## src/include/readout_defines.svh

```systemverilog
`ifndef READOUT_DEFINES_SVH
`define READOUT_DEFINES_SVH

//////////////////////////////////////////////////
// Readout word and synchroniser sizing
//////////////////////////////////////////////////

// Bits per ASIC RAM word
`define WORD_WIDTH 16

// Falling-edge resync depth
// for serial data and TransmitOn
`define SYNC_STAGES 3

`endif

```

## src/hw/ReadoutPkg.sv

```systemverilog
`include "readout_defines.svh"

package ReadoutPkg;

	// Per-chain readout FSM
	typedef enum logic [1:0] {
		Idle = 2'b00,
		Read = 2'b01,
		Done = 2'b10
	} ReadoutState;

	// One word from the ASIC RAM
	typedef logic [`WORD_WIDTH-1:0] AsicWord;

	// Source chain tag, 0 or 1
	typedef logic ChainId;

endpackage

```

## src/hw/AsicRamReadout.sv

```systemverilog
`timescale 1ns/100ps
`include "readout_defines.svh"

module AsicRamReadout import ReadoutPkg::*; #(
	parameter int SyncStages = `SYNC_STAGES
) (
	input  logic    ReadClk,
	input  logic    reset_n,
	input  logic    AsicDin,
	input  logic    TransmitOn,
	output AsicWord Word,
	output logic    WordValid,
	output logic    ChainDone
);

	// Bit counter sizing
	localparam int CountWidth = $clog2(`WORD_WIDTH);
	localparam logic [CountWidth-1:0] LastBit = CountWidth'(`WORD_WIDTH - 1);

	// Resync chains, oldest sample in the MSB
	logic [SyncStages-1:0] dinSync;
	logic [SyncStages-1:0] txSync;

	// Views of the resynced inputs
	logic dinBit;
	logic txEarly;
	logic txLate;

	// FSM and packer
	ReadoutState state;
	ReadoutState nextState;
	logic [CountWidth-1:0] bitCount;
	AsicWord shiftReg;
	AsicWord nextWord;
	logic shiftEn;
	logic wordEnd;

	//////////////////////////////////////////////////
	// Falling-edge resync
	//////////////////////////////////////////////////

	// Serial data
	always_ff @(negedge ReadClk) begin
		dinSync <= {dinSync[SyncStages-2:0], AsicDin};
	end

	// TransmitOn idles high
	always_ff @(negedge ReadClk or negedge reset_n) begin
		if (!reset_n)
			txSync <= '1;
		else
			txSync <= {txSync[SyncStages-2:0], TransmitOn};
	end

	// ASIC sends its bits inverted
	assign dinBit  = ~dinSync[SyncStages-1];
	// One stage early, so the first bit lands in the first Read cycle
	assign txEarly = txSync[SyncStages-2];
	// Aligned with dinBit
	assign txLate  = txSync[SyncStages-1];

	//////////////////////////////////////////////////
	// Readout FSM
	//////////////////////////////////////////////////

	always_ff @(posedge ReadClk or negedge reset_n) begin
		if (!reset_n)
			state <= Idle;
		else
			state <= nextState;
	end

	always_comb begin
		nextState = state;
		case (state)
			Idle: if (!txEarly) nextState = Read;
			Read: if (txLate) nextState = Done;
			Done: nextState = Idle;
			default: nextState = Idle;
		endcase
	end

	// Done lasts exactly one cycle
	assign ChainDone = (state == Done);

	//////////////////////////////////////////////////
	// Serial to word packer, MSB first
	//////////////////////////////////////////////////

	// Valid bit only while TransmitOn still low
	assign shiftEn  = (state == Read) && !txLate;
	assign nextWord = {shiftReg[`WORD_WIDTH-2:0], dinBit};
	assign wordEnd  = shiftEn && (bitCount == LastBit);

	// Idle clear drops any partial word
	always_ff @(posedge ReadClk or negedge reset_n) begin
		if (!reset_n)
			bitCount <= '0;
		else if (state == Idle)
			bitCount <= '0;
		else if (wordEnd)
			bitCount <= '0;
		else if (shiftEn)
			bitCount <= bitCount + 1'b1;
	end

	// Word held steady under its strobe
	always_ff @(posedge ReadClk) begin
		if (shiftEn)
			shiftReg <= nextWord;
		if (wordEnd)
			Word <= nextWord;
	end

	// Strobe with the sixteenth bit
	always_ff @(posedge ReadClk or negedge reset_n) begin
		if (!reset_n)
			WordValid <= 1'b0;
		else
			WordValid <= wordEnd;
	end

endmodule

```

## src/hw/ReadoutMerger.sv

```systemverilog
`timescale 1ns/100ps

module ReadoutMerger import ReadoutPkg::*; (
	input  logic    ReadClk,
	input  logic    reset_n,
	input  AsicWord Word0,
	input  logic    WordValid0,
	input  logic    ChainDone0,
	input  AsicWord Word1,
	input  logic    WordValid1,
	input  logic    ChainDone1,
	input  logic    FifoFull,
	output AsicWord FifoData,
	output ChainId  FifoChain,
	output logic    FifoWriteEn,
	output logic    Overrun,
	output logic    ReadDone
);

	// Per-chain views of the inputs
	AsicWord wordIn [2];
	logic [1:0] validIn;
	logic [1:0] doneIn;

	// One hold slot per chain
	AsicWord slotWord [2];
	logic [1:0] slotFull;

	// Drain choice for this cycle
	logic [1:0] drain;
	logic drainAny;
	ChainId drainSel;

	// End of readout
	logic [1:0] doneLatch;
	logic allDone;

	assign wordIn[0]  = Word0;
	assign wordIn[1]  = Word1;
	assign validIn    = {WordValid1, WordValid0};
	assign doneIn     = {ChainDone1, ChainDone0};

	//////////////////////////////////////////////////
	// Slot arbitration
	//////////////////////////////////////////////////

	// Nothing drains while full, chain 0 first
	always_comb begin
		drain = 2'b00;
		if (!FifoFull) begin
			if (slotFull[0])
				drain[0] = 1'b1;
			else if (slotFull[1])
				drain[1] = 1'b1;
		end
	end

	assign drainAny = |drain;
	// Slot 1 picked only when slot 0 is not
	assign drainSel = drain[1];

	//////////////////////////////////////////////////
	// Hold slots and overrun
	//////////////////////////////////////////////////

	// Slot draining this edge may take a new word
	always_ff @(posedge ReadClk) begin
		for (int i = 0; i < 2; i++) begin
			if (validIn[i] && (!slotFull[i] || drain[i]))
				slotWord[i] <= wordIn[i];
		end
	end

	always_ff @(posedge ReadClk or negedge reset_n) begin
		if (!reset_n) begin
			slotFull <= 2'b00;
			Overrun  <= 1'b0;
		end else begin
			for (int i = 0; i < 2; i++) begin
				if (validIn[i]) begin
					// Occupied and stuck, new word lost
					if (slotFull[i] && !drain[i])
						Overrun <= 1'b1;
					else
						slotFull[i] <= 1'b1;
				end else if (drain[i]) begin
					slotFull[i] <= 1'b0;
				end
			end
		end
	end

	//////////////////////////////////////////////////
	// FIFO write port, one cycle after the choice
	//////////////////////////////////////////////////

	always_ff @(posedge ReadClk) begin
		if (drainAny) begin
			FifoData  <= slotWord[drainSel];
			FifoChain <= drainSel;
		end
	end

	always_ff @(posedge ReadClk or negedge reset_n) begin
		if (!reset_n)
			FifoWriteEn <= 1'b0;
		else
			FifoWriteEn <= drainAny;
	end

	//////////////////////////////////////////////////
	// Combined done
	//////////////////////////////////////////////////

	// Both chains finished and nothing left to write
	assign allDone = (&doneLatch) && !(|slotFull) && !(|validIn);

	always_ff @(posedge ReadClk or negedge reset_n) begin
		if (!reset_n) begin
			doneLatch <= 2'b00;
			ReadDone  <= 1'b0;
		end else begin
			ReadDone <= allDone;
			if (allDone)
				doneLatch <= 2'b00;
			else
				doneLatch <= doneLatch | doneIn;
		end
	end

endmodule

```

## src/hw/DifReadoutTop.sv

```systemverilog
`timescale 1ns/100ps

module DifReadoutTop import ReadoutPkg::*; (
	input  logic    ReadClk,
	input  logic    reset_n,
	input  logic    AsicDin0,
	input  logic    TransmitOn0,
	input  logic    AsicDin1,
	input  logic    TransmitOn1,
	input  logic    FifoFull,
	output AsicWord FifoData,
	output ChainId  FifoChain,
	output logic    FifoWriteEn,
	output logic    Overrun,
	output logic    ReadDone
);

	// Chain 0 word stream
	AsicWord word0;
	logic wordValid0;
	logic chainDone0;

	// Chain 1 word stream
	AsicWord word1;
	logic wordValid1;
	logic chainDone1;

	//////////////////////////////////////////////////
	// One readout block per daisy chain
	//////////////////////////////////////////////////

	AsicRamReadout chain0_i (
		.ReadClk    (ReadClk),
		.reset_n    (reset_n),
		.AsicDin    (AsicDin0),
		.TransmitOn (TransmitOn0),
		.Word       (word0),
		.WordValid  (wordValid0),
		.ChainDone  (chainDone0)
	);

	AsicRamReadout chain1_i (
		.ReadClk    (ReadClk),
		.reset_n    (reset_n),
		.AsicDin    (AsicDin1),
		.TransmitOn (TransmitOn1),
		.Word       (word1),
		.WordValid  (wordValid1),
		.ChainDone  (chainDone1)
	);

	// Shared FIFO write port
	ReadoutMerger merger_i (
		.ReadClk     (ReadClk),
		.reset_n     (reset_n),
		.Word0       (word0),
		.WordValid0  (wordValid0),
		.ChainDone0  (chainDone0),
		.Word1       (word1),
		.WordValid1  (wordValid1),
		.ChainDone1  (chainDone1),
		.FifoFull    (FifoFull),
		.FifoData    (FifoData),
		.FifoChain   (FifoChain),
		.FifoWriteEn (FifoWriteEn),
		.Overrun     (Overrun),
		.ReadDone    (ReadDone)
	);

endmodule

```

## config.mk

```make
export PLATFORM = sky130hd
export DESIGN_NAME = DifReadoutTop
export DESIGN_NICKNAME = d
export VERILOG_FILES = /design/src/hw/ReadoutPkg.sv /design/src/hw/AsicRamReadout.sv /design/src/hw/ReadoutMerger.sv /design/src/hw/DifReadoutTop.sv
export VERILOG_INCLUDE_DIRS = /design/src /design/src/include
export SDC_FILE = /design/constraint.sdc
export NUM_CORES = 1
export LEC_CHECK = 0
export BUFFER_PORTS_ARGS = -buffer_cell sky130_fd_sc_hd__buf_4
export CORE_ASPECT_RATIO = 2
export CORE_MARGIN = 4
export CORE_UTILIZATION = 30
export DETAILED_ROUTE_END_ITERATION = 7
export SLEW_MARGIN = 5
export SYNTH_ARGS = -nofsm -noshare
export SYNTH_HDL_FRONTEND = slang
export SYNTH_SLANG_ARGS = --single-unit
```

## constraint.sdc

```tcl
create_clock -name ReadClk -period 5.21 [get_ports ReadClk]
set_input_delay 0.2605 -clock ReadClk [delete_from_list [all_inputs] [get_ports ReadClk]]
set_output_delay 0.2605 -clock ReadClk [all_outputs]
set_load 0.1 [all_outputs]
```

==> results.md, run 1 <==
* Synth Area in Simple Gates at 3.38%
* RD Place Congestion at 0.690
* Clk pwr share at 46.5%
* Drt initial violations at 130
* CTS tree: built
* Synth top area share at 69.9%
* Vias in the first global route at 2229
* Total Wirelength at 6640 µm
* DR WL/cell at 13.3 µm
* Row cnt at 65
* Total grt overflow at 0
* Reg2Reg Depth at 2
* Initial antenna violation count at 0
* Vias per cell at 4.12
* Reg-to-Reg End: chain0_i.Word[5]
* Worst-Skew Late Latency at 430 ps
* Dpl hpwl at 4500 µm
* Largest net degree at the start of global routing at 28
* Register area share after synthesis at 86.7%
* Synth Area in XOR/XNOR at 0%
* Post-route ant nets at 0
* Logic pwr share at 5.5%
* Setup ws final at 991 ps
* Distinct cells, synth at 30
* RSZ-0062 raised after global routing: no
* Yosys warnings at 0
* LEAKAGE at 2.20 nW
* Final setup fails at 0
* # Max-Cap Violations at 0
* Die area at 0.0181 mm²
* Synth Area per Inst at 21.2 µm²
* Net Sw Frac at 21.8%
* Initial Util at 30.4%
* End of the critical path: chain0_i.Word[5]
* Post-Route Skew at 28.9 ps
* Tot Pwr at 0.00294 W
* Crit path max-delay cell type: and4_1
* PwrDens at 494 mW/mm²
* Sink Count at 144
* Sum Neg Setup Slack at 0 ps
* Crit path DAT at 4250 ps
* Nets at 295
* Via count at 2059
* Synth top area cells: edfxtp_1 70%, dfrtp_1 11%, dfstp_2 3.3%, mux2_4 2.8%, dfxtp_1 2.5%
* Crit path depth at 2
* Mux contribution to synthesized area at 4.48%
* Hold Startpoint: FifoFull
* Relative slew margins at 33.3%
* Drt drc at 0
* Share of post-route cells with drive strength above 1 at 29.1%
* Max-slew violations at 0
* Crit path max-delay family: simple AND/OR/NAND/NOR gates
* Worst vdd ir at 0.239 mV
* Worst Setup End Kind: register
* Startpoint Class: register
* Worst R2R Setup Slack at 990 ps
* Area Overhead vs Synth at 24.8%
* Bufs on Longest Clock Path at 2
* Post-synthesis compound-gate area fraction at 3.70%
* Status: complete, no violations
* Slew @ Worst Pin at 999 ps
* Die H at 186 µm
* Core Box Area at 0.0157 mm²
* Crit. Startpoint: chain0_i.txSync[2]
* Worst R2R Start: chain0_i.txSync[2]
* Pint at 0.00230 W
* CTS buffer count at 17
* Global-route wire length before repair at 11100 µm
* CTS root buf: clkbuf_16
* Worst hold path type: primary input to register
* Crit Path Class: register to register
* Fin. Hold Viols at 0
* Overall Global Routing Usage at 7.99%
* FF+latch count, synth at 144
* Post-CTS Setup Bufs at 0
* Htree depth at 4
* Drt pass-1 iters at 5
* Main combinational cell family by area after synthesis: multiplexers
* Cts repair resizes at 0
* Clock-pin slew on the worst setup and hold paths at 60 ps
* CP Cell Sequence: nor3b_2 -> and4_1
* Critical Path Max Stage Delay at 680 ps
* Synthesized area at 0.00477 mm²
* IO Port Bufs at 26
* Die Wd at 97.2 µm
* Adder-Cell Fraction of Synth Area at 0.525%
* Buf/Inv on CP at 0
* Num ports at 27
* Syn_nets at 234
* Net load switching power at 0.000642 W
* Seq pwr share at 48.0%
* Required @ worst endpoint at 5250 ps
* Final Hold Slack at 118 ps
* Antenna cells at 0
* Syn Inst Count at 225
* Max FO, Critical Path at 17
* Dpl ws at 996 ps
* Largest area contributor in the netlist: edfxtp_1
-- layout make-up --
class                   count  area [µm²]
clock buffers              20         458
repair buffers             32         243
flip-flops and latches    144        4140
multi-input cells          70         583
clock inverters            24         248
well taps                 201         251
inverters                   9        33.8
fillers                  1413        9740
-- cells by family (layout without fill, tap and decap cells) --
family          Yosys count  count (layout)
flops                   144             144
buf+inv                  11              85
fa+ha+maj                 2               2
mux                      16              16
compound gates           27              27
simple gates             25              25
-- flip-flops by register name, summed over array words and instances (netlist names) --
register	flops
chain1_i.Word	16
chain1_i.shiftReg	15
merger_i.FifoChain	1
merger_i.Overrun	1
chain0_i.WordValid	1
chain0_i.shiftReg	15
chain1_i.bitCount	4
merger_i.slotWord	32
chain1_i.WordValid	1
chain1_i.txSync	3
chain1_i.state	2
merger_i.FifoData	16
merger_i.slotFull	2
chain0_i.Word	16
merger_i.FifoWriteEn	1
chain1_i.dinSync	3
chain0_i.state	2
merger_i.doneLatch	2
chain0_i.txSync	3
chain0_i.bitCount	4
merger_i.ReadDone	1
chain0_i.dinSync	3
-- cells in the mapped netlist (all sizes together) --
cell	instances
edfxtp	111
dfrtp	21
mux2	16
inv	10
a21oi	8
nor2	8
dfstp	6
dfxtp	6
nand2	5
nor3b	4
a21o	3
a22oi	3
o21ai	3
a211oi	2
a22o	2
a31oi	2
and4	2
and4b	2
ha	2
o211ai	2
a21boi	1
and2	1
buf	1
nand2b	1
nand3	1
nor4	1
o22a	1
-- metal layers --
layer	vias to the layer above	GRT usage, %	share of wire (%)
li1	987	-	-
met1	1013	7.29	35
met2	44	14.6	58
met3	15	2.47	3.7
met4	0	5.68	2.8
met5	-	0	0
-- metrics by stage --
| step | instances | util (%) | instance area [µm²] |
|---|---|---|---|
| 6_report | 500 | 37.9 | 5950 |
| 5_1_grt | 500 | 37.9 | 5950 |
| 4_1_cts | 500 | 37.9 | 5950 |
| 3_5_place_dp | 456 | 33.4 | 5240 |
| 3_3_place_gp | 456 | 33.4 | 5240 |
| 2_1_floorplan | 225 | - | 4770 |
-- cells in the final DEF (no fill, tap or decap), drive strengths merged, types with 3 or more instances in the layout --
| cell type | n |
|---|---|
| nand2 | 5 |
| dfstp | 6 |
| a22oi | 3 |
| a21oi | 8 |
| nor2 | 8 |
| dfrtp | 21 |
| edfxtp | 111 |
| a21o | 3 |
| o21ai | 3 |
| mux2 | 16 |
| buf | 31 |
| nor3b | 4 |
| dfxtp | 6 |
| bufinv | 5 |
| inv | 22 |
| clkbuf | 20 |
| clkinv | 5 |
-- how the worst min path moves through the flow --
stage                            end  slack (ps)  cells after the start
6_report        merger_i.slotFull[0]         120                      2
4_1_cts         merger_i.slotFull[0]         100                      2
3_3_place_gp       merger_i.ReadDone         200                      1
5_1_grt         merger_i.slotFull[0]         120                      2
2_1_floorplan     chain0_i.WordValid         -40                      0
3_5_place_dp   merger_i.doneLatch[1]         200                      1
-- power by group through the flow --
| stage | Clock [W] | Combinational (W) | Sequential, W |
|---|---|---|---|
| after floorplan | 0.0000153 | 0.0000959 | 0.00143 |
| after global placement | 0.0000153 | 0.000153 | 0.00143 |
| after detailed placement | 0.0000153 | 0.000165 | 0.00143 |
| after CTS | 0.00139 | 0.000164 | 0.00141 |
| after global routing | 0.00146 | 0.000185 | 0.00142 |
| final | 0.00137 | 0.000161 | 0.00141 |
-- what timing repair did --
action,4_1_cts,5_1_grt
endpoints found under the hold margin,21,0
hold buffers,1,0
setup endpoints to repair,0,0
-- worst reg2reg max path: cells and delay by family (launching register included) --
family           cells  cell delay [ps]
flip-flops           1              360
AND/OR/NAND/NOR      2              850
No activity file was read; power rests on OpenSTA's default activity.
==> inputs of run 2 (changes only) <==
Clock period 5.21 ns to 4.4 ns, I/O delays scaled along.
==> run 2 against run 1 <==
  * Die area unchanged
  * Routed wire length increased by 9.6%
  * Final area decreased by 0.99%
  * Core utilization decreased by 0.37 points
  * Hold slack got worse by 43 ps
  * Sequential share of layout area increased by 0.69 points
  * Clock power increased by 7%
  * First-iteration DRC count increased by 6.2%
  * Clock skew decreased by 3.0 ps
  * Count of clock-buffer cells in the layout decreased by 3
  * Worst setup slack got worse by 390 ps
  * Non-clock buffer count unchanged
  * Critical endpoint is now chain0_i.Word[4]
  * Highest routed layer unchanged
==> results.md, run 2 (synthesis gave the netlist of run 1 again) <==
* Core Box Area at 0.0157 mm²
* RD Place Congestion at 0.729
* Slew @ Worst Pin at 1030 ps
* Clock-pin slew on the worst setup and hold paths at 60 ps
* Crit. Startpoint: chain0_i.txSync[2]
* Worst vdd ir at 0.269 mV
* Worst hold path type: primary input to register
* CTS tree: built
* RSZ-0062 raised after global routing: no
* Final setup fails at 0
* Drt initial violations at 138
* Post-route ant nets at 0
* Row cnt at 65
* FF/Latch Area at 0.00414 mm²
* Commonest cells after routing, fill and taps aside: 111 x edfxtp_1, 31 x buf_4, 21 x inv_1, 21 x dfrtp_1, 17 x clkbuf_16
* Nets at 295
* Crit path max-delay cell type: and4_1
* Global-route wire length before repair at 11800 µm
* Worst Setup End Kind: register
* Logic pwr share at 5.8%
* DR WL/cell at 14.6 µm
* Fin. Hold Viols at 0
* Htree depth at 4
* Bufs on Longest Clock Path at 2
* Drt pass-1 iters at 4
* Startpoint Class: register
* Required @ worst endpoint at 4440 ps
* Die area at 0.0181 mm²
* Seq pwr share at 50.2%
* Crit Path Class: register to register
* Vias in the first global route at 2236
* Drt drc at 0
* Layout fillers at 1398
* Net load switching power at 0.000803 W
* Max FO, Critical Path at 17
* Sink Count at 144
* Status: complete, no violations
* Net Sw Frac at 24.1%
* Initial Util at 30.4%
* Pint at 0.00253 W
* Die H at 186 µm
* LEAKAGE at 2.17 nW
* CP Cell Sequence: nor3b_4 -> and4_1
* Via count at 2081
* Worst R2R Start: chain0_i.txSync[2]
* Multi-input gate area at 589 µm²
* Die Wd at 97.2 µm
* Share of post-route cells with drive strength above 1 at 29.8%
* Vias per cell at 4.16
* Area Overhead vs Synth at 23.6%
* PwrDens at 565 mW/mm²
* Hold Startpoint: FifoFull
* Antenna cells at 0
* Post-Route Skew at 25.9 ps
* Critical Path Max Stage Delay at 650 ps
* Num ports at 27
* Total grt overflow at 0
* Sum Neg Setup Slack at 0 ps
* Overall Global Routing Usage at 8.84%
* Biggest register: merger_i.slotWord
* Initial antenna violation count at 0
* CTS buffer count at 17
* Relative slew margins at 31.0%
* Cts repair resizes at 0
* Number of flip-flops under the largest register name at 32
* Dpl hpwl at 5120 µm
* Commonest non-fill, non-tap cell in the layout: edfxtp_1
* IO Port Bufs at 26
* Total Wirelength at 7280 µm
* Clk pwr share at 44.0%
* Crit path DAT at 3850 ps
* CTS root buf: clkbuf_16
* Final Hold Slack at 75.2 ps
* Max-slew violations at 0
* Largest net degree at the start of global routing at 28
* # Max-Cap Violations at 0
* Worst-Skew Late Latency at 430 ps
run 2: cell count changes in the layout (fill, tap and decap cells not counted):
cell	before	now
bufinv_16	5	2
clkbuf_16	18	17
clkinvlp_4	1	2
inv_8	0	1
inv_6	1	6
nor3b_2	2	1
clkinv_2	2	1
nor3b_4	1	2
clkbuf_1	2	0
run 2: layout make-up:
class / count / share of cell area (%)
Clock buffer: 17 / 7.22
Clock inverter: 27 / 3.65
Inverter: 9 / 0.573
Multi-Input combinational cell: 70 / 10.0
Sequential cell: 144 / 70.2
Tap cell: 201 / 4.27
Timing Repair Buffer: 32 / 4.12
run 2: path summary, 6_finish.rpt:
kind	cells after the start	endpoint	slack [ps]
worst min register to register	0	chain0_i.dinSync[1]	320
worst max register to register	2	chain0_i.Word[4]	600
min in group asynchronous	2	merger_i.Overrun	270
worst min-delay path	2	merger_i.slotFull[0]	80
worst max-delay path	2	chain0_i.Word[4]	600
max in group asynchronous	2	chain1_i.txSync[1]	1630
run 2: power groups by stage:
stage / logic [W] / registers (W) / clock network [W]
floorplan: 0.000117 / 0.00170 / 0.0000181
global placement: 0.000186 / 0.00169 / 0.0000181
detailed placement: 0.000199 / 0.00170 / 0.0000181
CTS: 0.000198 / 0.00167 / 0.00150
global route: 0.000216 / 0.00169 / 0.00157
finish: 0.000194 / 0.00167 / 0.00147
run 2: through the flow:
step / std cells / power [W] / worst slack, ps / util, % / cell area, µm²
6_report: 500 / 0.00333 / 598 / 37.6 / 5890
4_1_cts: 500 / 0.00337 / 574 / 37.6 / 5890
3_5_place_dp: 456 / 0.00192 / 590 / 33.4 / 5250
3_3_place_gp: 456 / 0.00189 / 626 / 33.4 / 5250
5_1_grt: 500 / 0.00347 / 445 / 37.6 / 5890
2_1_floorplan: 225 / 0.00183 / 216 / - / 4780
run 2: worst max-delay path, delay by kind of cell, from the launching register on:
family	cells	cell delay, ps
flip-flops	1	370
AND/OR/NAND/NOR	2	830
run 2: metal layers:
metal / wire (µm) / GRT usage (%) / vias up / share of wire (%)
li1: - / - / 992 / -
met1: 2280 / 7.33 / 1031 / 31
met2: 4420 / 16.8 / 42 / 61
met3: 315 / 3.33 / 16 / 4.3
met4: 275 / 5.68 / 0 / 3.8
met5: 0 / 0 / - / 0
run 2: timing repair:
| action | in CTS | in global routing |
|---|---|---|
| hold endpoints to repair | 21 | 0 |
| hold buffers | 1 | 0 |
| setup buffers | 0 | 0 |
